$ cat src/cacheGeomPkg.sv
`default_nettype none

package cacheGeomPkg;

  localparam int AddrWidth    = 32;
  localparam int WordWidth    = 64;
  localparam int LineWidth    = 256;
  localparam int WordsPerLine = 4;
  localparam int NumSets      = 64;
  localparam int NumWays      = 2;
  localparam int OffsetWidth  = 5;
  localparam int IndexWidth   = 6;
  localparam int TagWidth     = 21;
  // bytes per pipeline word
  localparam int MaskWidth    = 8;

  typedef logic [TagWidth-1:0]   tagT;
  typedef logic [IndexWidth-1:0] indexT;
  typedef logic [WordWidth-1:0]  wordT;
  typedef logic [LineWidth-1:0]  lineT;
  typedef logic                  wayT;

  // byte address split, msb first
  typedef struct packed {
    tagT                    tag;
    indexT                  index;
    logic [OffsetWidth-1:0] offset;
  } addrFieldsT;

endpackage

`default_nettype wire

$ cat src/cacheBusPkg.sv
`default_nettype none

package cacheBusPkg;

  // load/store request from the pipeline
  typedef struct packed {
    logic                                   isStore;
    cacheGeomPkg::addrFieldsT               addr;
    cacheGeomPkg::wordT                     wrData;
    logic [cacheGeomPkg::MaskWidth-1:0]     wrMask;
  } cpuReqT;

  // dirty victim line going back to memory
  typedef struct packed {
    logic [cacheGeomPkg::AddrWidth-1:0]     addr;
    cacheGeomPkg::lineT                     data;
  } memWbT;

endpackage

`default_nettype wire

$ cat src/cacheController.sv
`timescale 1ns/1ps
`default_nettype none

module cacheController (
  input  logic                               clk,
  input  logic                               rst_n,
  input  cacheBusPkg::cpuReqT                cpuReq_i,
  input  logic                               reqValid_i,
  output logic                               addrOk_o,
  output logic                               dataOk_o,
  input  logic                               hit_i,
  input  logic                               victimDirty_i,
  input  cacheGeomPkg::tagT                  victimTag_i,
  input  cacheGeomPkg::lineT                 victimLine_i,
  input  logic                               rdReady_i,
  input  logic                               wbReady_i,
  input  logic                               memLast_i,
  input  logic                               memDataValid_i,
  output logic                               rdValid_o,
  output logic [cacheGeomPkg::AddrWidth-1:0] rdAddr_o,
  output logic                               wbValid_o,
  output cacheBusPkg::memWbT                 wb_o,
  output cacheGeomPkg::indexT                reqIdx_o,
  output cacheGeomPkg::tagT                  reqTag_o,
  output logic [1:0]                         wordSel_o,
  output logic                               lookup_o,
  output logic                               storeEn_o,
  output cacheGeomPkg::wordT                 storeWord_o,
  output logic [cacheGeomPkg::MaskWidth-1:0] storeMask_o,
  output logic                               refillStart_o,
  output logic                               fillEn_o
);

  import cacheGeomPkg::*;
  import cacheBusPkg::*;

  typedef enum logic [2:0] {
    idle,
    compare,
    writeBack,
    missReq,
    getData,
    replace
  } stateT;

  stateT  stateQ;
  stateT  stateD;
  cpuReqT reqQ;
  logic   accept;
  logic   inCompare;

  assign inCompare = (stateQ == compare);
  assign addrOk_o  = (stateQ == idle) || (inCompare && hit_i && !reqQ.isStore);
  assign accept    = reqValid_i && addrOk_o;

  always_ff @(posedge clk) begin
    if (accept) begin
      reqQ <= cpuReq_i;
    end
  end

  always_ff @(posedge clk or negedge rst_n) begin
    if (!rst_n) begin
      stateQ <= idle;
    end else begin
      stateQ <= stateD;
    end
  end

  always_comb begin
    stateD = stateQ;
    case (stateQ)
      idle: begin
        if (accept) stateD = compare;
      end
      compare: begin
        // a hitting load with a new request stays here
        if (!hit_i) begin
          stateD = victimDirty_i ? writeBack : missReq;
        end else if (!accept) begin
          stateD = idle;
        end
      end
      writeBack: begin
        if (wbReady_i) stateD = missReq;
      end
      missReq: begin
        if (rdReady_i) stateD = getData;
      end
      getData: begin
        if (memDataValid_i && memLast_i) stateD = replace;
      end
      replace:  stateD = compare;
      default:  stateD = idle;
    endcase
  end

  // rams see the incoming index on accept
  assign reqIdx_o  = accept ? cpuReq_i.addr.index : reqQ.addr.index;
  assign reqTag_o  = reqQ.addr.tag;
  assign wordSel_o = reqQ.addr.offset[OffsetWidth-1:OffsetWidth-2];
  assign lookup_o  = accept;
  assign dataOk_o  = inCompare && hit_i;
  assign storeEn_o = inCompare && hit_i && reqQ.isStore;

  // move store data and mask to the byte lane
  assign storeWord_o = reqQ.wrData << {reqQ.addr.offset[2:0], 3'b000};
  assign storeMask_o = reqQ.wrMask << reqQ.addr.offset[2:0];

  assign rdValid_o     = (stateQ == missReq);
  assign rdAddr_o      = {reqQ.addr.tag, reqQ.addr.index, {OffsetWidth{1'b0}}};
  assign refillStart_o = (stateQ == missReq);
  assign fillEn_o      = (stateQ == replace);

  // victim address rebuilt from its stored tag
  assign wbValid_o = (stateQ == writeBack);
  assign wb_o.addr = {victimTag_i, reqQ.addr.index, {OffsetWidth{1'b0}}};
  assign wb_o.data = victimLine_i;

endmodule

`default_nettype wire

$ cat config.mk
export PLATFORM = sky130hd
export DESIGN_NAME = cacheController
export DESIGN_NICKNAME = d
export VERILOG_FILES = /design/src/cacheGeomPkg.sv /design/src/cacheBusPkg.sv /design/src/cacheController.sv
export SDC_FILE = /design/constraint.sdc
export NUM_CORES = 1
export LEC_CHECK = 0
export BUFFER_PORTS_ARGS = -buffer_cell sky130_fd_sc_hd__clkbuf_2
export CAP_MARGIN = 20
export CORE_AREA = 2 2 315 317
export CTS_CLUSTER_SIZE = 25
export DETAILED_ROUTE_END_ITERATION = 7
export DIE_AREA = 0 0 317 319
export PLACE_DENSITY = 0.34
export SLEW_MARGIN = 20
export SYNTH_ARGS = -nofsm -noshare
export SYNTH_HDL_FRONTEND = slang
export SYNTH_SLANG_ARGS = --single-unit
$ cat constraint.sdc
create_clock -name clk -period 4.3 [get_ports clk]
set_input_delay 0.645 -clock clk [delete_from_list [all_inputs] [get_ports clk]]
set_output_delay 0.645 -clock clk [all_outputs]
set_load 0.005 [all_outputs]
==> results.md <==
- Status: finished, final reports clean
- Max Clock Skew: 0.0160 ns
- Worst flop-to-flop path startpoint: reqQ[104]
- R2R depth: 5
- Crit Path Max Fanout: 30
- Crit path capture type: output port
- Clk root buf: clkbuf_16
- Top Ports: 820
- Origin of the worst setup path: reqQ[73]
- Gate Count Post-Synth: 796
- XOR/XNOR share of the synthesized area: 0%
- Hold path cells: 1
- Synthesized flop and latch total: 108
- Initial DRC Count: 238
- Remaining DRCs: 0
- Core Region: 97700 um2
- P_int: 2.50 mW
- P&R area growth vs syn: 7.40%
- Cell row count: 115
- FFs w/ async S/R, synth: 2.78%
- Psw: 1.66 mW
- Hold crit path type: in2reg
- Worst EP required: 3.65 ns
- Post-Synth Adder-Cell Area: 0%
- Die footprint: 101000 um2
- Slew @ Worst Pin: 0.803 ns
- Core Util, Final: 9.00%
- Register area: 3230 um2
- Final period util: 71.0%
- Die Span Y: 319 um
- Routed len/inst: 32.9 um
- # setup viols final: 0
- Endpoints failing hold: 0
- FILL cells: 11300
- 1st-pass router iterations: 4
- Ys flop type: edfxtp_1
- FF-to-FF End: reqTag_o[17]
- CTS tree: done
- Peak VDD IR: 0.242 mV
- Post-synthesis mux area share: 14.7%
- Post-synth EDFFs: 105
- Vias: 5247
- Grt total ovfl: 0
- Clock share of power: 22.8%
- Switch share: 40.0%
- CTS sink cnt: 108
- Via density per instance: 2.62
- Post-route setup TNS: 0 ns
- Reg power frac: 39.0%
- RSZ-0062 raised after global routing: false
- Antenna diodes: 0
- H-tree depth: 3
- Post-synthesis simple-gate area fraction: 6.51%
- Unique masters post-synth: 34
- PwrDens: 474 nW/um2
- Setup Fix Bufs, Post-CTS: 0
- Multi-input combinational cell area: 2230 um2
- Vias in the first global route: 5436
- Post-Syn Area: 8190 um2
- ANT nets after route: 0
- Internal reg-to-reg setup slack: 1.92 ns
- Routed WL: 65700 um
- WS Path Type: reg2out
- Skew-Pair Late Insertion Delay: 0.40 ns
- First-pass GRT wire length: 76800 um
- Number of I/O port buffers: 255
- Rel. slew slack: 46.2%
- Clock slew at reported path FFs: 0.10 ns
- WP data arrival: 2.41 ns
- Crit path to: storeWord_o[50]
- Largest family of logic cells by synthesized area: buffers and inverters
- Worst setup SP type: flip-flop
- Leakage Power: 3.37 nW
- Sequential share of the synthesized area: 39.4%
- Number of CTS-inserted buffers: 9
- Max Buffers Root-to-Sink: 2
- NumNets Final: 1099
- Mean post-synth cell area: 10.3 um2
- Layout cells sized above 1: 46.4%
- Cells after DPL: 1983
- Logic pwr share: 38.2%
- Slew Viols, Final: 0
- Fmax achieved: 0.328 GHz
- Post-Layout Cell Count: 2000
- Dpl hpwl: 59200 um
- Largest net degree at the start of global routing: 78
- Antenna violations before repair: 7
- Overall Global Routing Usage: 12.4%
- RePlAce Congestion: 0.824
- Die W: 317 um
- Starting density of the core: 8.38%
- Max capacitance violation total: 0
- Yosys warns: 0
- Minimum clock period: 3.05 ns
- Post-synthesis compound-gate area fraction: 5.55%
==> layout make-up <==
cell class	instances	area share, %
Sequential cell	108	36.7
Multi-Input combinational cell	318	25.4
Tap cell	1287	18.3
Timing Repair Buffer	270	16.0
Clock buffer	9	2.56
Clock inverter	7	1.01
Inverter	1	0.0712
==> layout by cell type, fill, tap and decap left out, drive strengths merged, types with 4 or more instances in the layout <==
| master | synthesis | layout |
|---|---|---|
| buf | 369 | 14 |
| o22ai | 19 | 19 |
| nand2 | 34 | 34 |
| clkbuf | 9 | 264 |
| nor2 | 53 | 53 |
| and2 | 10 | 10 |
| a21oi | 27 | 27 |
| clkinv | 0 | 4 |
| mux2 | 34 | 34 |
| edfxtp | 105 | 105 |
| mux2i | 79 | 79 |
| o21ai | 29 | 29 |
| conb | 1 | 10 |
| nor2b | 5 | 5 |
| inv | 1 | 4 |
==> registers in the layout, summed over array words and instances (netlist names) <==
register and flops:
stateQ 3, reqQ 76, wordSel_o 2, reqTag_o 21
rdAddr_o 6
==> worst max-delay path, stage by stage, from the launching register on <==
cell and delay, ns:
edfxtp_1 0.51, buf_4 0.47, mux2_2 0.41, o21ai_0 0.31
mux2i_1 0.13, clkbuf_2 0.15
==> worst min-delay path by stage <==
stage | to | start
2_1_floorplan | stateQ[0] | rst_n
3_3_place_gp | stateQ[1] | rst_n
3_5_place_dp | stateQ[1] | rst_n
4_1_cts | reqQ[28] | cpuReq_i[28]
5_1_grt | reqQ[42] | cpuReq_i[42]
6_report | reqQ[45] | cpuReq_i[45]
==> through the flow <==
stage	hold WS [ns]	power [mW]	worst slack, ns	area [um2]
final	0.409	4.17	1.25	8790
after global routing	0.372	4.47	1.07	8790
after CTS	0.360	4.31	1.03	8790
after detailed placement	0.450	3.29	1.52	8470
after global placement	0.456	3.30	1.57	8470
after floorplan	0.349	2.80	0.390	8220
==> per-layer routing <==
| metal | GRT usage, % | wire [um] |
|---|---|---|
| met3 | 15.6 | 18300 |
| met4 | 2.23 | 788 |
| met5 | 0.242 | 102 |
| met1 | 7.63 | 14100 |
| met2 | 21.7 | 32300 |
==> timing repair <==
item,4_1_cts,5_1_grt
hold endpoints to repair,3,0
resized for setup,0,0
hold buffers,1,0
==> cells by family after synthesis <==
| group | Yosys count |
|---|---|
| DFF | 108 |
| muxes | 113 |
| and+or+nand+nor | 115 |
| other | 1 |
| AOI/OAI and AO/OA | 80 |
| buffers and inverters | 379 |
==> Yosys cell counts, types with 2 or more instances <==
cell type / instances / area, um2
o21ai_0: 29 / 145
buf_6: 2 / 22.5
mux2_2: 27 / 304
buf_4: 349 / 2620
nand2b_1: 3 / 18.8
nor2b_1: 5 / 31.3
mux2i_1: 79 / 791
nor2_1: 52 / 195
and3b_1: 2 / 17.5
o22ai_1: 19 / 119
nand2_1: 33 / 124
nand3_1: 3 / 15.0
buf_2: 16 / 80.1
buf_1: 2 / 7.51
dfrtp_1: 3 / 75.1
o2bb2ai_1: 2 / 17.5
a21oi_1: 27 / 135
edfxtp_1: 105 / 3150
clkbuf_1: 9 / 33.8
mux2_4: 7 / 105
and2_1: 9 / 56.3
==> power by group through the flow <==
| stage | combinational [mW] | sequential (mW) | clock (mW) |
|---|---|---|---|
| after global placement | 1.65 | 1.65 | 0 |
| after floorplan | 1.23 | 1.57 | 0 |
| after CTS | 1.65 | 1.63 | 1.03 |
| final | 1.59 | 1.62 | 0.950 |
| after global routing | 1.76 | 1.65 | 1.06 |
| after detailed placement | 1.64 | 1.64 | 0 |
(Power assumes the default switching activity.)
