[src/cacheGeomPkg.sv]
`default_nettype none

package cacheGeomPkg;

  localparam int AddrWidth    = 32;
  localparam int WordWidth    = 64;
  localparam int LineWidth    = 256;
  localparam int WordsPerLine = 4;
  localparam int NumSets      = 64;
  localparam int NumWays      = 2;
  localparam int OffsetWidth  = 5;
  localparam int IndexWidth   = 6;
  localparam int TagWidth     = 21;
  // bytes per pipeline word
  localparam int MaskWidth    = 8;

  typedef logic [TagWidth-1:0]   tagT;
  typedef logic [IndexWidth-1:0] indexT;
  typedef logic [WordWidth-1:0]  wordT;
  typedef logic [LineWidth-1:0]  lineT;
  typedef logic                  wayT;

  // byte address split, msb first
  typedef struct packed {
    tagT                    tag;
    indexT                  index;
    logic [OffsetWidth-1:0] offset;
  } addrFieldsT;

endpackage

`default_nettype wire

[src/lineRam.sv]
`timescale 1ns/1ps
`default_nettype none

module lineRam #(
  parameter type entryT = logic [7:0],
  parameter int  Depth  = 64
) (
  input  logic                     clk,
  input  logic                     en_i,
  input  logic                     we_i,
  input  logic [$clog2(Depth)-1:0] addr_i,
  input  entryT                    bitEn_i,
  input  entryT                    wrData_i,
  output entryT                    rdData_o
);

  entryT mem [Depth];
  entryT merged;

  // only enabled bits take the new value
  assign merged = (mem[addr_i] & ~bitEn_i) | (wrData_i & bitEn_i);

  // registered read, write-first so a fill is visible on the next cycle
  always_ff @(posedge clk) begin
    if (en_i) begin
      if (we_i) begin
        mem[addr_i] <= merged;
        rdData_o    <= merged;
      end else begin
        rdData_o <= mem[addr_i];
      end
    end
  end

endmodule

`default_nettype wire

[src/tagStore.sv]
`timescale 1ns/1ps
`default_nettype none

module tagStore (
  input  logic               clk,
  input  logic               rst_n,
  input  cacheGeomPkg::indexT idx_i,
  input  cacheGeomPkg::tagT  tag_i,
  input  logic               lookup_i,
  input  logic               fill_i,
  input  logic               markDirty_i,
  output logic               hit_o,
  output cacheGeomPkg::wayT  hitWay_o,
  output cacheGeomPkg::wayT  victimWay_o,
  output logic               victimDirty_o,
  output cacheGeomPkg::tagT  victimTag_o
);

  import cacheGeomPkg::*;

  logic [NumWays-1:0][NumSets-1:0] validQ;
  logic [NumWays-1:0][NumSets-1:0] dirtyQ;
  logic [NumSets-1:0]              rrQ;
  indexT                           idxQ;
  tagT                             tagQ [NumWays];
  logic [NumWays-1:0]              wayHit;

  // set under compare, follows the ram read
  always_ff @(posedge clk) begin
    if (lookup_i) begin
      idxQ <= idx_i;
    end
  end

  for (genvar w = 0; w < NumWays; w++) begin : gWay
    logic wayWe;

    assign wayWe = fill_i && (victimWay_o == wayT'(w));

    lineRam #(
      .entryT(tagT),
      .Depth (NumSets)
    ) uTagRam (
      .clk     (clk),
      .en_i    (lookup_i || fill_i),
      .we_i    (wayWe),
      .addr_i  (idx_i),
      .bitEn_i ('1),
      .wrData_i(tag_i),
      .rdData_o(tagQ[w])
    );

    assign wayHit[w] = validQ[w][idxQ] && (tagQ[w] == tag_i);
  end

  assign hit_o    = |wayHit;
  assign hitWay_o = wayHit[1];

  // invalid way first, then the round-robin pick
  assign victimWay_o   = !validQ[0][idxQ] ? 1'b0 :
                         !validQ[1][idxQ] ? 1'b1 : rrQ[idxQ];
  assign victimDirty_o = dirtyQ[victimWay_o][idxQ];
  assign victimTag_o   = tagQ[victimWay_o];

  always_ff @(posedge clk or negedge rst_n) begin
    if (!rst_n) begin
      validQ <= '0;
      dirtyQ <= '0;
      rrQ    <= '0;
    end else if (fill_i) begin
      validQ[victimWay_o][idxQ] <= 1'b1;
      dirtyQ[victimWay_o][idxQ] <= 1'b0;
      rrQ[idxQ]                 <= ~rrQ[idxQ];
    end else if (markDirty_i) begin
      dirtyQ[hitWay_o][idxQ] <= 1'b1;
    end
  end

endmodule

`default_nettype wire

[config.mk]
export PLATFORM = sky130hd
export DESIGN_NAME = tagStore
export DESIGN_NICKNAME = d
export VERILOG_FILES = /design/src/cacheGeomPkg.sv /design/src/lineRam.sv /design/src/tagStore.sv
export SDC_FILE = /design/constraint.sdc
export NUM_CORES = 2
export LEC_CHECK = 0
export BUFFER_PORTS_ARGS = -buffer_cell sky130_fd_sc_hd__buf_2
export CAP_MARGIN = 30
export CORE_MARGIN = 3
export CORE_UTILIZATION = 35
export DETAILED_ROUTE_END_ITERATION = 16
export HOLD_SLACK_MARGIN = 0.08
export SLEW_MARGIN = 20
export SYNTH_ARGS = -nofsm -noshare
export SYNTH_HDL_FRONTEND = slang
export SYNTH_SLANG_ARGS = --single-unit
export TNS_END_PERCENT = 1
[constraint.sdc]
create_clock -name clk -period 7.7 [get_ports clk]
set_input_delay 2.31 -clock clk [delete_from_list [all_inputs] [get_ports clk]]
set_output_delay 2.31 -clock clk [all_outputs]
set_load 0.03 [all_outputs]
==> results.sh <==
export IMPL_relSlewSlack=0.209
export IMPL_drv_slew=0
export IMPL_gp_congestion=0.923
export IMPL_drt_first_pass_iters=6
export IMPL_setup_viol=0
export IMPL_power_density_mw_per_mm2=274
export IMPL_initial_core_util=0.353
export IMPL_crit_path_start_kind="flop"
export IMPL_detail_route_antenna_nets=0
export IMPL_layout_min_cycle_time_ps=7600
export IMPL_power_leakage_nw=42.9
export IMPL_cp_max_fo=33
export IMPL_cts_path_max_buffers=4
export IMPL_fp_row_count=208
export IMPL_crit_path_start="idxQ[2]$_DFFE_PP_"
export IMPL_port_buffers=56
export IMPL_clock_sinks=3056
export IMPL_required_ps=5390
export IMPL_async_reset_ff_frac=0.105
export IMPL_wl_per_cell_um=32.3
export IMPL_synth_area_per_cell_um2=17.2
export IMPL_status="finished, final reports clean"
export IMPL_ys_warn_count=0
export IMPL_layout_worst_path_cycle_share=0.988
export IMPL_antenna_found_initial=28
export IMPL_cts_buffers=316
export IMPL_worst_skew_pair_late_latency_ps=880
export IMPL_grtUsageTotal=0.216
export IMPL_fin_nets=6952
export IMPL_ir_drop_v=0.000172
export IMPL_hold_viol=0
export IMPL_coreArea_mm2=0.323
export IMPL_power_w=0.0362
export IMPL_finish_utilization=0.409
export IMPL_routed_wl_um=370000
export IMPL_vias=69300
export IMPL_crit_arrival_ps=5290
export IMPL_grt_pass1_vias=65400
export IMPL_fmax_mhz=132
export IMPL_end_kind="output pin"
export IMPL_die_y_um=577
export IMPL_layout_drive_gt1_share=0.164
export IMPL_final_cell_count_no_fill=11500
export IMPL_skew_ps=53.0
export IMPL_synth_edf_count=2736
export IMPL_max_cap_violations=0
export IMPL_die_w_um=577
export IMPL_hold_buffers=0
export IMPL_ys_ff_latch=3056
export IMPL_tns_ps=0
export IMPL_first_iter_violations=9737
export IMPL_htree_levels=5
export IMPL_synth_distinct_cells=77
export IMPL_clkSlewWorstSetupHoldPaths_ps=60
export IMPL_worstHoldStart="validQ[96]$_DFFE_PN0P_"
export IMPL_grt_pass1_wl_um=519000
export IMPL_via_per_inst=6.04
export IMPL_rsz0062_at_grt="no"
export IMPL_synth_main_ff_cell="edfxtp_1"
export IMPL_dp_hpwl_um=221000
export IMPL_hold_class="flop to flop"
export IMPL_timing_hold_ws_ps=451
export IMPL_synthesis_nets=6649
export IMPL_cts_tree="done"
export IMPL_die_area_mm2=0.333
export IMPL_ioPinCount=57
export IMPL_reg2reg_from="idxQ[2]$_DFFE_PP_"
export IMPL_worstMarginPinSlew_ps=1180
export IMPL_syn_to_final_growth_pct=15.8
export IMPL_postSynthCellCount=6617
export IMPL_drcViolationCount=0
export IMPL_dp_cells=10900
export IMPL_netlist_area_mm2=0.114
export IMPL_ys_seq_area_frac=0.791
export IMPL_cts_root_buf="clkbuf_16"
export IMPL_path_class="flop to output pin"
export IMPL_globalRouteOverflowTotal=0
export IMPL_grt_max_degree=134
[through the flow]
stage	setup WS, ps	cell area [µm²]
final	95.7	132000
after global routing	20.0	132000
after CTS	31.0	132000
after detailed placement	392	122000
after global placement	334	122000
after floorplan	1800	114000
[final cells by class]
type,count,area (µm²)
fillers,28600,191000
clock inverters,178,1550
clock buffers,387,8310
repair buffers,464,4130
well taps,4305,5390
multi-input cells,3071,22400
flip-flops and latches,3056,90200
inverters,11,43.8
diodes,4,10.0
[power breakdown]
group	switching (W)	leakage (nW)	total (W)	internal, W
Sequential	0.000485	28.9	0.0190	0.0185
Combinational	0.00172	9.19	0.00250	0.000785
Clock	0.00635	4.81	0.0147	0.00838
[layout by cell type, fill, tap and decap left out, types with 8 or more instances in the layout]
| master | Yosys | routed |
|---|---|---|
| xor2_1 | 36 | 36 |
| mux2i_1 | 48 | 48 |
| nor2_4 | 0 | 27 |
| nor4_2 | 0 | 9 |
| nor3_1 | 22 | 17 |
| buf_4 | 15 | 366 |
| mux4_2 | 24 | 24 |
| clkinvlp_4 | 0 | 8 |
| edfxtp_1 | 2736 | 2736 |
| dfrtp_1 | 320 | 320 |
| a21o_1 | 120 | 120 |
| a221oi_1 | 316 | 314 |
| a21oi_1 | 280 | 280 |
| and2_1 | 15 | 14 |
| clkinv_1 | 0 | 69 |
| nor2_2 | 1 | 103 |
| nand3_1 | 41 | 40 |
| nand2_1 | 146 | 144 |
| mux2_2 | 67 | 67 |
| nand4_1 | 43 | 43 |
| a41oi_1 | 18 | 18 |
| a22o_1 | 309 | 309 |
| inv_6 | 0 | 8 |
| inv_1 | 9 | 9 |
| nor4_1 | 70 | 61 |
| a31oi_1 | 329 | 329 |
| clkbuf_1 | 349 | 63 |
| clkinv_2 | 0 | 55 |
| clkinv_8 | 0 | 9 |
| clkbuf_16 | 0 | 321 |
| buf_12 | 2 | 49 |
| buf_2 | 21 | 40 |
| a22oi_1 | 764 | 764 |
| o21ai_0 | 13 | 13 |
| nor2_1 | 281 | 152 |
| bufinv_16 | 0 | 20 |
[flip-flops by register name (all words and copies together), names as in the netlist]
signal	flops
rrQ	64
gWay.uTagRam.mem	2688
idxQ	6
gWay.uTagRam.rdData_o	42
dirtyQ	128
validQ	128
[routing by layer]
metal / vias up / wire, µm / GRT usage
li1: 28100 / - / -
met1: 36300 / 149000 / 0.305
met2: 4277 / 169000 / 0.333
met3: 603 / 40500 / 0.0478
met4: 28 / 12500 / 0.0661
met5: - / 187 / 0
[repair_timing]
item | CTS | global route
gates cloned | 1 | 0
endpoints found under the setup margin | 15 | 1
gates resized for setup | 3 | 5
hold endpoints to repair | 0 | 0
pin swaps | 2 | 1
buffers inserted | 16 | 4
[logic make-up after synthesis]
| family | share of synthesized area |
|---|---|
| flops | 0.791 |
| compound gates | 0.143 |
| simple gates | 0.0276 |
| buf+inv | 0.0182 |
| mux | 0.0167 |
| xor+xnor | 0.00323 |
[final timing paths]
kind | depth (start not counted) | end | slack [ps]
max in group asynchronous | 2 | dirtyQ[94]$_DFFE_PN0P_ | 4890
worst max-delay path | 13 | victimDirty_o | 100
min in group asynchronous | 1 | rrQ[20]$_DFFE_PN0P_ | 1470
worst max register to register | 14 | gWay[0].uTagRam.mem[59][19]$_DFFE_PP_ | 1730
worst min-delay path | 1 | validQ[96]$_DFFE_PN0P_ | 450
worst min register to register | 1 | validQ[96]$_DFFE_PN0P_ | 450
[cell usage after synthesis, types with 6 or more instances]
| library cell | number | share of area |
|---|---|---|
| o22ai_1 | 6 | 0.00033 |
| xor2_1 | 36 | 0.0028 |
| nor3b_1 | 7 | 0.00046 |
| nor4_1 | 70 | 0.0038 |
| xnor2_1 | 6 | 0.00046 |
| buf_6 | 14 | 0.0014 |
| dfrtp_1 | 320 | 0.070 |
| nand3_1 | 41 | 0.0018 |
| buf_2 | 21 | 0.00092 |
| buf_4 | 15 | 0.00099 |
| mux4_2 | 24 | 0.0047 |
| nor2_1 | 281 | 0.0093 |
| a41oi_1 | 18 | 0.0014 |
| a22o_1 | 309 | 0.024 |
| o221ai_1 | 6 | 0.00046 |
| nand2_1 | 146 | 0.0048 |
| and2_1 | 15 | 0.00082 |
| a22oi_1 | 764 | 0.050 |
| a31oi_1 | 329 | 0.018 |
| nor3_1 | 22 | 0.00097 |
| a21o_1 | 120 | 0.0079 |
| o21bai_1 | 7 | 0.00046 |
| a311oi_1 | 6 | 0.00046 |
| nand4_1 | 43 | 0.0024 |
| clkbuf_1 | 349 | 0.011 |
| nor2b_1 | 6 | 0.00033 |
| inv_1 | 9 | 0.00030 |
| o21ai_0 | 13 | 0.00057 |
| a21oi_1 | 280 | 0.012 |
| mux2_2 | 67 | 0.0066 |
| a221oi_1 | 316 | 0.024 |
| nand3b_1 | 7 | 0.00046 |
| mux2i_1 | 48 | 0.0042 |
| buf_1 | 78 | 0.0026 |
| edfxtp_1 | 2736 | 0.72 |
[critical path, cell delays in order, from the launching register on]
cell       delay, ps
edfxtp_1         430
buf_12           200
and2b_1          380
a221oi_2         390
o22ai_1          130
a22o_1           290
or4b_4           650
nand2_8          190
mux2_2           360
o21ai_0          210
o2111ai_1        190
nand4bb_1        300
a311o_1          420
buf_2            220
(Power assumes the default switching activity.)
