File: src/cacheGeomPkg.sv
`default_nettype none

package cacheGeomPkg;

  localparam int AddrWidth    = 32;
  localparam int WordWidth    = 64;
  localparam int LineWidth    = 256;
  localparam int WordsPerLine = 4;
  localparam int NumSets      = 64;
  localparam int NumWays      = 2;
  localparam int OffsetWidth  = 5;
  localparam int IndexWidth   = 6;
  localparam int TagWidth     = 21;
  // bytes per pipeline word
  localparam int MaskWidth    = 8;

  typedef logic [TagWidth-1:0]   tagT;
  typedef logic [IndexWidth-1:0] indexT;
  typedef logic [WordWidth-1:0]  wordT;
  typedef logic [LineWidth-1:0]  lineT;
  typedef logic                  wayT;

  // byte address split, msb first
  typedef struct packed {
    tagT                    tag;
    indexT                  index;
    logic [OffsetWidth-1:0] offset;
  } addrFieldsT;

endpackage

`default_nettype wire

File: src/refillBuffer.sv
`timescale 1ns/1ps
`default_nettype none

module refillBuffer (
  input  logic               clk,
  input  logic               rst_n,
  input  logic               start_i,
  input  logic               beatValid_i,
  input  cacheGeomPkg::wordT beat_i,
  output cacheGeomPkg::lineT line_o
);

  import cacheGeomPkg::*;

  logic [$clog2(WordsPerLine)-1:0] beatCnt;

  // beat position within the line
  always_ff @(posedge clk or negedge rst_n) begin
    if (!rst_n) begin
      beatCnt <= '0;
    end else if (start_i) begin
      beatCnt <= '0;
    end else if (beatValid_i) begin
      beatCnt <= beatCnt + 1'b1;
    end
  end

  // first beat lands in word 0
  always_ff @(posedge clk) begin
    if (beatValid_i) begin
      line_o[beatCnt*WordWidth +: WordWidth] <= beat_i;
    end
  end

endmodule

`default_nettype wire

File: config.mk
export PLATFORM = sky130hd
export DESIGN_NAME = refillBuffer
export DESIGN_NICKNAME = d
export VERILOG_FILES = /design/src/cacheGeomPkg.sv /design/src/refillBuffer.sv
export SDC_FILE = /design/constraint.sdc
export NUM_CORES = 1
export LEC_CHECK = 0
export BUFFER_PORTS_ARGS = -buffer_cell sky130_fd_sc_hd__buf_2
export CAP_MARGIN = 5
export CORE_MARGIN = 10
export CORE_UTILIZATION = 50
export CTS_BUF_LIST = sky130_fd_sc_hd__clkbuf_4 sky130_fd_sc_hd__clkbuf_8
export DETAILED_ROUTE_END_ITERATION = 16
export PLACE_DENSITY = 0.8
export SETUP_SLACK_MARGIN = 0.3
export SLEW_MARGIN = 5
export SYNTH_ARGS = -nofsm -noshare
export SYNTH_HDL_FRONTEND = slang
export SYNTH_SLANG_ARGS = --single-unit
File: constraint.sdc
create_clock -name clk -period 4.3 [get_ports clk]
set_clock_uncertainty 0.2 [all_clocks]
set_input_delay 0.43 -clock clk [delete_from_list [all_inputs] [get_ports clk]]
set_output_delay 0.43 -clock clk [all_outputs]
set_load 0.02 [all_outputs]
==> results of run 1 <==
## layout make-up
| cell class | count | area (um^2) |
|---|---|---|
| Timing Repair Buffer | 372 | 2090 |
| Sequential cell | 258 | 7740 |
| Clock inverter | 10 | 45.0 |
| Tap cell | 265 | 332 |
| Inverter | 2 | 7.51 |
| Multi-Input combinational cell | 276 | 1820 |
| Fill cell | 1355 | 6570 |
| Clock buffer | 61 | 727 |
## critical path, cell delays in order (launching register included)
cell and delay [ns]:
dfrtp_1 0.53, inv_1 0.15, ha_1 0.57, nor2b_4 0.72, buf_4 0.41, and3_1 0.22
## per-layer routing
metal	wire (um)	vias up	part of all wire [%]	global-route usage (%)
li1	-	2863	-	-
met1	10000	3027	37	23.2
met2	13100	367	49	33.0
met3	2640	85	9.8	6.94
met4	1100	2	4.1	10.3
met5	12	-	0.045	0
## power by group through the flow
stage | logic (uW) | registers (uW) | clock network [uW]
3_3_place_gp | 608 | 2990 | 0
6_report | 646 | 2940 | 1960
4_1_cts | 652 | 2940 | 2010
3_5_place_dp | 619 | 2990 | 0
2_1_floorplan | 221 | 3140 | 0
5_1_grt | 697 | 2950 | 2110
## Yosys cell counts, drive strengths merged
cell,instances
mux2i,1
buf,16
dfrtp,2
nor2b,3
clkbuf,24
nor2,4
ha,5
inv,2
and3b,4
and2,131
xnor2,1
and4bb,1
edfxtp,256
nor4b,1
and3,125
## registers in the layout, summed over array words and instances, names as in the netlist
name / cells
beatCnt: 2
line_o: 256
## cell families (layout without fill, tap and decap cells)
family / count (synthesis) / count (layout)
xor+xnor: 1 / 1
fa+ha+maj: 5 / 5
buf+inv: 42 / 445
flops: 258 / 258
mux: 1 / 1
simple gates: 269 / 269
## per-stage QoR
stage / area [um^2] / setup slack [ns]
after floorplan: 9760 / 1.29
after global placement: 11600 / 1.46
after detailed placement: 11600 / 1.38
after CTS: 12800 / 1.38
final: 12800 / 1.36
after global routing: 12800 / 1.17
## repair_timing
item,CTS,global route
endpoints found under the hold margin,72,0
setup buffers,0,0
hold buffers,43,0
## worst paths after layout
| check | start | to | slack (ns) |
|---|---|---|---|
| max | beatCnt[0] | line_o[110] | 1.36 |
| min | beat_i[25] | line_o[153] | 0.04 |
| max reg2reg | beatCnt[0] | line_o[110] | 1.36 |
| min reg2reg | beatCnt[1] | beatCnt[1] | 0.40 |
| max in group asynchronous | rst_n | beatCnt[0] | 3.74 |
| min in group asynchronous | rst_n | beatCnt[1] | 0.06 |
==> impl_results.rst, run 1 <==
.. list-table::
   :header-rows: 1

   * - Metric
     - Value
   * - Hold Vio Cnt, Final
     - 0
   * - CTS tree
     - done
   * - Maximum level of the CTS H-tree
     - 2
   * - Root buffer cell
     - clkbuf_8
   * - Die area
     - about 0.026 mm^2
   * - Startpoint-to-endpoint class of the critical path
     - reg -> reg
   * - Sum of negative setup slack
     - 0 ns
   * - Actual slew at the worst max-slew pin
     - just over 1 ns
   * - Cell type with the highest aggregate area in the netlist
     - edfxtp_1
   * - Final count of pins violating max slew
     - 0
   * - Fin crit period
     - slightly below 3 ns
   * - Share of the clock period used by the worst path after layout
     - between 60% and 70%
   * - Synth area leaders
     - edfxtp_1 (79%), and2_1 (8.4%), and3_1 (8.0%)
   * - Proportion of synthesized area in mux cells
     - 0.103%
   * - Timing-limited maximum frequency
     - ~340 MHz
   * - Count of inserted antenna diode cells
     - 0
   * - Cells after synthesis
     - roughly 580
   * - Outcome
     - completed
   * - Combinational group share of total power
     - 11.6%
   * - Fraction of the mapped netlist area in compound gates
     - 0%
   * - Launching element type of the critical path
     - flip-flop
   * - Placeable Area
     - between 0.015 and 0.02 mm^2
   * - Worst-path maximum fanout
     - 32
   * - Req. time, crit path
     - around 4.5 ns
   * - Power density of the placed cells
     - about 440 mW/mm^2
   * - CP endpoint kind
     - flip-flop
   * - Clock latency reported for the late side of the worst-skew pair
     - about 0.50 ns
   * - Commonest cells after routing, fill and taps aside
     - buf_2 (323), edfxtp_1 (256), and2_1 (127)
   * - Register-to-Register Path Depth
     - 5
   * - PnR Total Power
     - 5550 uW
   * - Number of remaining DRC errors
     - 0
   * - Number of max-capacitance violations reported
     - 0
   * - Num CTS Buffers
     - 42
   * - Seq pwr share
     - 53.0%
   * - Number of global-route vias before repair
     - 6,811
   * - Share of final-layout standard cells stronger than drive strength 1
     - about two fifths
   * - Leak
     - ~0.0053 uW
   * - Pin count of the biggest net entering global routing
     - 74
   * - Synth Area in XOR/XNOR
     - less than 1%
   * - Total global routing track utilization
     - roughly a fifth
   * - Routed len/inst
     - between 20 and 25 um
   * - Class of the most critical hold timing path
     - in -> reg
   * - Hold WS
     - between 0.04 and 0.05 ns
   * - Number of port buffers
     - approximately 320
   * - Antenna violation net count after detailed routing
     - 0
   * - Data arrival, critical path
     - approximately 3.1 ns
   * - Vias
     - 6,344
   * - Final Wtd Congestion
     - between 0.7 and 0.8
   * - Avg Cell Area, Syn
     - between 15 and 20 um^2
   * - Dominant combinational cell family by area after synthesis
     - simple AND/OR/NAND/NOR gates
   * - Yosys Warn Count
     - 0
   * - Synthesis-stage register bit count
     - between 200 and 300
   * - # nets final
     - between 1,000 and 1,500
   * - Fraction of power consumed by the clock network
     - 35.4%
   * - Final cell count without fillers
     - 1,244
   * - Setup-failing EPs final
     - 0
   * - Instance count along the most critical hold path
     - 2
   * - Vias per cell
     - between 5 and 6
   * - Largest voltage drop on the vdd net
     - 0.250 mV
   * - Library cells used by synthesis
     - 18
   * - Sw Pwr
     - 1370 uW
   * - Post-Synth Adder-Cell Area
     - less than 1%
   * - Internal power
     - approximately 4200 uW
   * - Number of antenna violations at the first check in global routing
     - 1
   * - Area share of the leading cell type in the synthesized netlist
     - 78.7%
   * - Clock tree buffer depth
     - 3
   * - Drt total wl
     - ~27,000 um
   * - RSZ-0062 raised after global routing
     - no
   * - Max-Slew Margin vs Limit
     - 31.2%
   * - Top-level I/O count
     - 324
   * - Switching share of power
     - between 20 and 25%
   * - Starting utilization of the core area
     - between 50% and 60%
   * - Vert. Die Dim
     - around 160 um
   * - Number of DRC markers in iteration 0
     - roughly 430
   * - Clk sinks
     - 258
   * - Die width
     - ~160 um
   * - Cts repair resizes
     - 0
   * - Area share of and/or/nand/nor cells after synthesis
     - ~17%
   * - Sequential cell area fraction in the yosys report
     - 79.3%
   * - # rows
     - 51
   * - First-pass iteration count of the detailed router
     - 4
   * - Post-detailed-placement half-perimeter wirelength
     - about 17,000 um
   * - Post-synth design cell area
     - just under 0.01 mm^2
   * - Layout overhead on the synthesized area
     - 30.7%
   * - Most common library cell in the layout ignoring fill and taps
     - buf_2
   * - Synthesized netlist net count
     - ~650
   * - Cell count after placement
     - 1,130
   * - Core occupancy in the finished layout
     - about two thirds
   * - Aggregate global routing overflow
     - 0
   * - Register clock-pin slew on the reported worst setup and hold paths
     - about 0.060 ns
   * - Global-route wire length before repair
     - 40,400 um
No activity file was read; power rests on OpenSTA's default activity.
==> run 2, diff against run 1 <==
- CORE_UTILIZATION: 50 -> 47
- PLACE_DENSITY: 0.8 -> 0.79
- clock period: 4.3 -> 2.7 ns (I/O delays scaled with it)
==> run 2 against run 1 <==
  * Register-to-register slack worse by 0.91 ns
  * Die area is 5.6% higher
  * Critical path depth stayed put
  * Sequential power is 59% higher
  * Worst hold slack better by 0.26 ns
  * Global-route usage hardly changed
  * Cell area is 4.1% higher
  * Combinational power is 75% higher
  * Wire length is 4.2% higher
  * Core utilization is 0.74 points lower
==> impl_results.rst, run 2 (synthesized netlist as in run 1, its figures left out) <==
.. list-table::
   :header-rows: 1

   * - Metric
     - Value
   * - Vias per cell
     - 5.06
   * - Drt total wl
     - 28,000 um
   * - Register-to-Register Path Depth
     - 5
   * - Sum of negative setup slack
     - 0 ns
   * - Total non-filler cell area in the finished layout
     - between 0.01 and 0.015 mm^2
   * - Pin count of the biggest net entering global routing
     - ~110
   * - Worst-path maximum fanout
     - 33
   * - Number of max-capacitance violations reported
     - 0
   * - Post-detailed-placement half-perimeter wirelength
     - 18,200 um
   * - Routed len/inst
     - about 22 um
   * - Class of the most critical hold timing path
     - in -> reg
   * - Largest reg by FF count
     - line_o
   * - Top-level I/O count
     - between 300 and 400
   * - Number of port buffers
     - around 320
   * - Hold Vio Cnt, Final
     - 0
   * - Worst setup path end
     - line_o[216]
   * - Share of the clock period used by the worst path after layout
     - between 80 and 90%
   * - Total global routing track utilization
     - around a fifth
   * - Layout overhead on the synthesized area
     - 36.1%
   * - Leak
     - roughly 0.0056 uW
   * - Placed standard-cell area
     - around 0.012 mm^2
   * - Vias
     - about 6,500
   * - Setup-failing EPs final
     - 0
   * - Num CTS Buffers
     - 42
   * - Global-route wire length before repair
     - roughly 42,000 um
   * - RSZ-0062 raised after global routing
     - no
   * - Post-CTS setup-driven buffer insertion count
     - 0
   * - Data arrival, critical path
     - 2.42 ns
   * - Clk sinks
     - around 260
   * - Setup slack of the worst register-to-register path
     - around 0.46 ns
   * - Final Wtd Congestion
     - around 0.79
   * - Registers with the most flip-flops
     - line_o x256, beatCnt x2
   * - Number of remaining DRC errors
     - 0
   * - Root buffer cell
     - clkbuf_8
   * - Maximum level of the CTS H-tree
     - 2
   * - Number of global-route vias before repair
     - 6,973
   * - Share of final-layout standard cells stronger than drive strength 1
     - about two fifths
   * - Clock tree buffer depth
     - 3
   * - Antenna violation net count after detailed routing
     - 0
   * - Die area
     - about 0.027 mm^2
   * - # rows
     - 52
   * - Final count of pins violating max slew
     - 0
   * - Worst r2r dst
     - line_o[216]
   * - Timing-limited maximum frequency
     - approximately 450 MHz
   * - CTS tree
     - done
   * - Commonest cells after routing, fill and taps aside
     - buf_2 (323), edfxtp_1 (256), and2_1 (127)
   * - Power density of the placed cells
     - 683 mW/mm^2
   * - Starting utilization of the core area
     - 47.9%
   * - Actual slew at the worst max-slew pin
     - 0.812 ns
   * - Outcome
     - completed
   * - Fin crit period
     - ~2.2 ns
   * - Cts repair resizes
     - 0
   * - CP endpoint kind
     - flip-flop
   * - Largest voltage drop on the vdd net
     - between 0.5 and 0.6 mV
   * - Vert. Die Dim
     - roughly 160 um
   * - First element of the critical path
     - beatCnt[1]
   * - Most common library cell in the layout ignoring fill and taps
     - buf_2
   * - Launching element type of the critical path
     - flip-flop
   * - Number of flip-flops in the largest register
     - 256
   * - Die width
     - around 160 um
   * - Startpoint of the worst register-to-register path
     - beatCnt[1]
   * - Placeable Area
     - a little over 0.02 mm^2
   * - Aggregate global routing overflow
     - 0
   * - Req. time, crit path
     - about 2.9 ns
   * - Fillcell total
     - 1,388
   * - Clock latency reported for the late side of the worst-skew pair
     - 0.52 ns
   * - First-pass iteration count of the detailed router
     - 4
   * - Number of antenna violations at the first check in global routing
     - 2
   * - Max-Slew Margin vs Limit
     - 45.8%
   * - Register clock-pin slew on the reported worst setup and hold paths
     - 0.05 ns
   * - # nets final
     - between 1,000 and 1,500
   * - Number of DRC markers in iteration 0
     - around 470
   * - Startpoint-to-endpoint class of the critical path
     - reg -> reg
## run 2: changes by cell type in the layout (fill, tap and decap cells not counted), moves of 2 or more
cell,delta
clkbuf_4,-4
buf_12,+9
buf_4,+6
dlygate4sd3_1,+26
clkbuf_8,+3
clkinv_1,+2
## run 2: area by class of cell
cell class / count / area (um^2) / share of cell area [%]
sequential: 258 / 7740 / 58.2
timing repair buffer: 413 / 2580 / 19.4
multi-input combinational: 276 / 1820 / 13.7
clock buffer: 60 / 738 / 5.55
tap: 270 / 338 / 2.54
clock inverter: 11 / 70.1 / 0.527
inverter: 2 / 7.51 / 0.0565
antenna: 1 / 2.50 / 0.0188
## run 2: worst min-delay path by stage
stage,from,to,slack [ns],cells after the start
after CTS,start_i,beatCnt[1],0.25,3
after global placement,rst_n,beatCnt[1],-0.14,1
after floorplan,rst_n,beatCnt[0],-0.23,0
final,start_i,beatCnt[1],0.31,3
after global routing,start_i,beatCnt[1],0.28,3
after detailed placement,rst_n,beatCnt[0],-0.14,1
## run 2: power by group
part	internal (uW)	switching, uW	leakage, uW
Combinational	388	746	0.00286
Sequential	4630	55.8	0.00229
Clock	1840	1420	0.000430
## run 2: critical path: stages, from the launching register on
cell and delay [ns]:
dfrtp_1 0.39, inv_1 0.09, ha_1 0.33, nor2_4 0.63, buf_12 0.25, and3_1 0.19
## run 2: repair_timing
| action | CTS | global route |
|---|---|---|
| setup endpoints to repair | 0 | 0 |
| endpoints found under the hold margin | 257 | 0 |
| hold buffers | 69 | 0 |
## run 2: stage by stage
step	instances	hold slack, ns	utilization [%]	setup WS, ns	total power (uW)
after CTS	1290	0.247	65.2	0.458	9130
after global routing	1291	0.280	65.3	0.308	9410
final	1291	0.305	65.3	0.457	9070
after floorplan	576	-0.226	-	0.385	5350
after detailed placement	1150	-0.141	57.9	0.474	5820
after global placement	1150	-0.145	57.9	0.536	5790
## run 2: layer usage
layer,global-route usage (%),vias up,part of all wire [%]
li1,-,2950,-
met1,23.0,3191,36
met2,34.5,342,51
met3,7.43,46,11
met4,6.54,0,2.3
met5,0,-,0
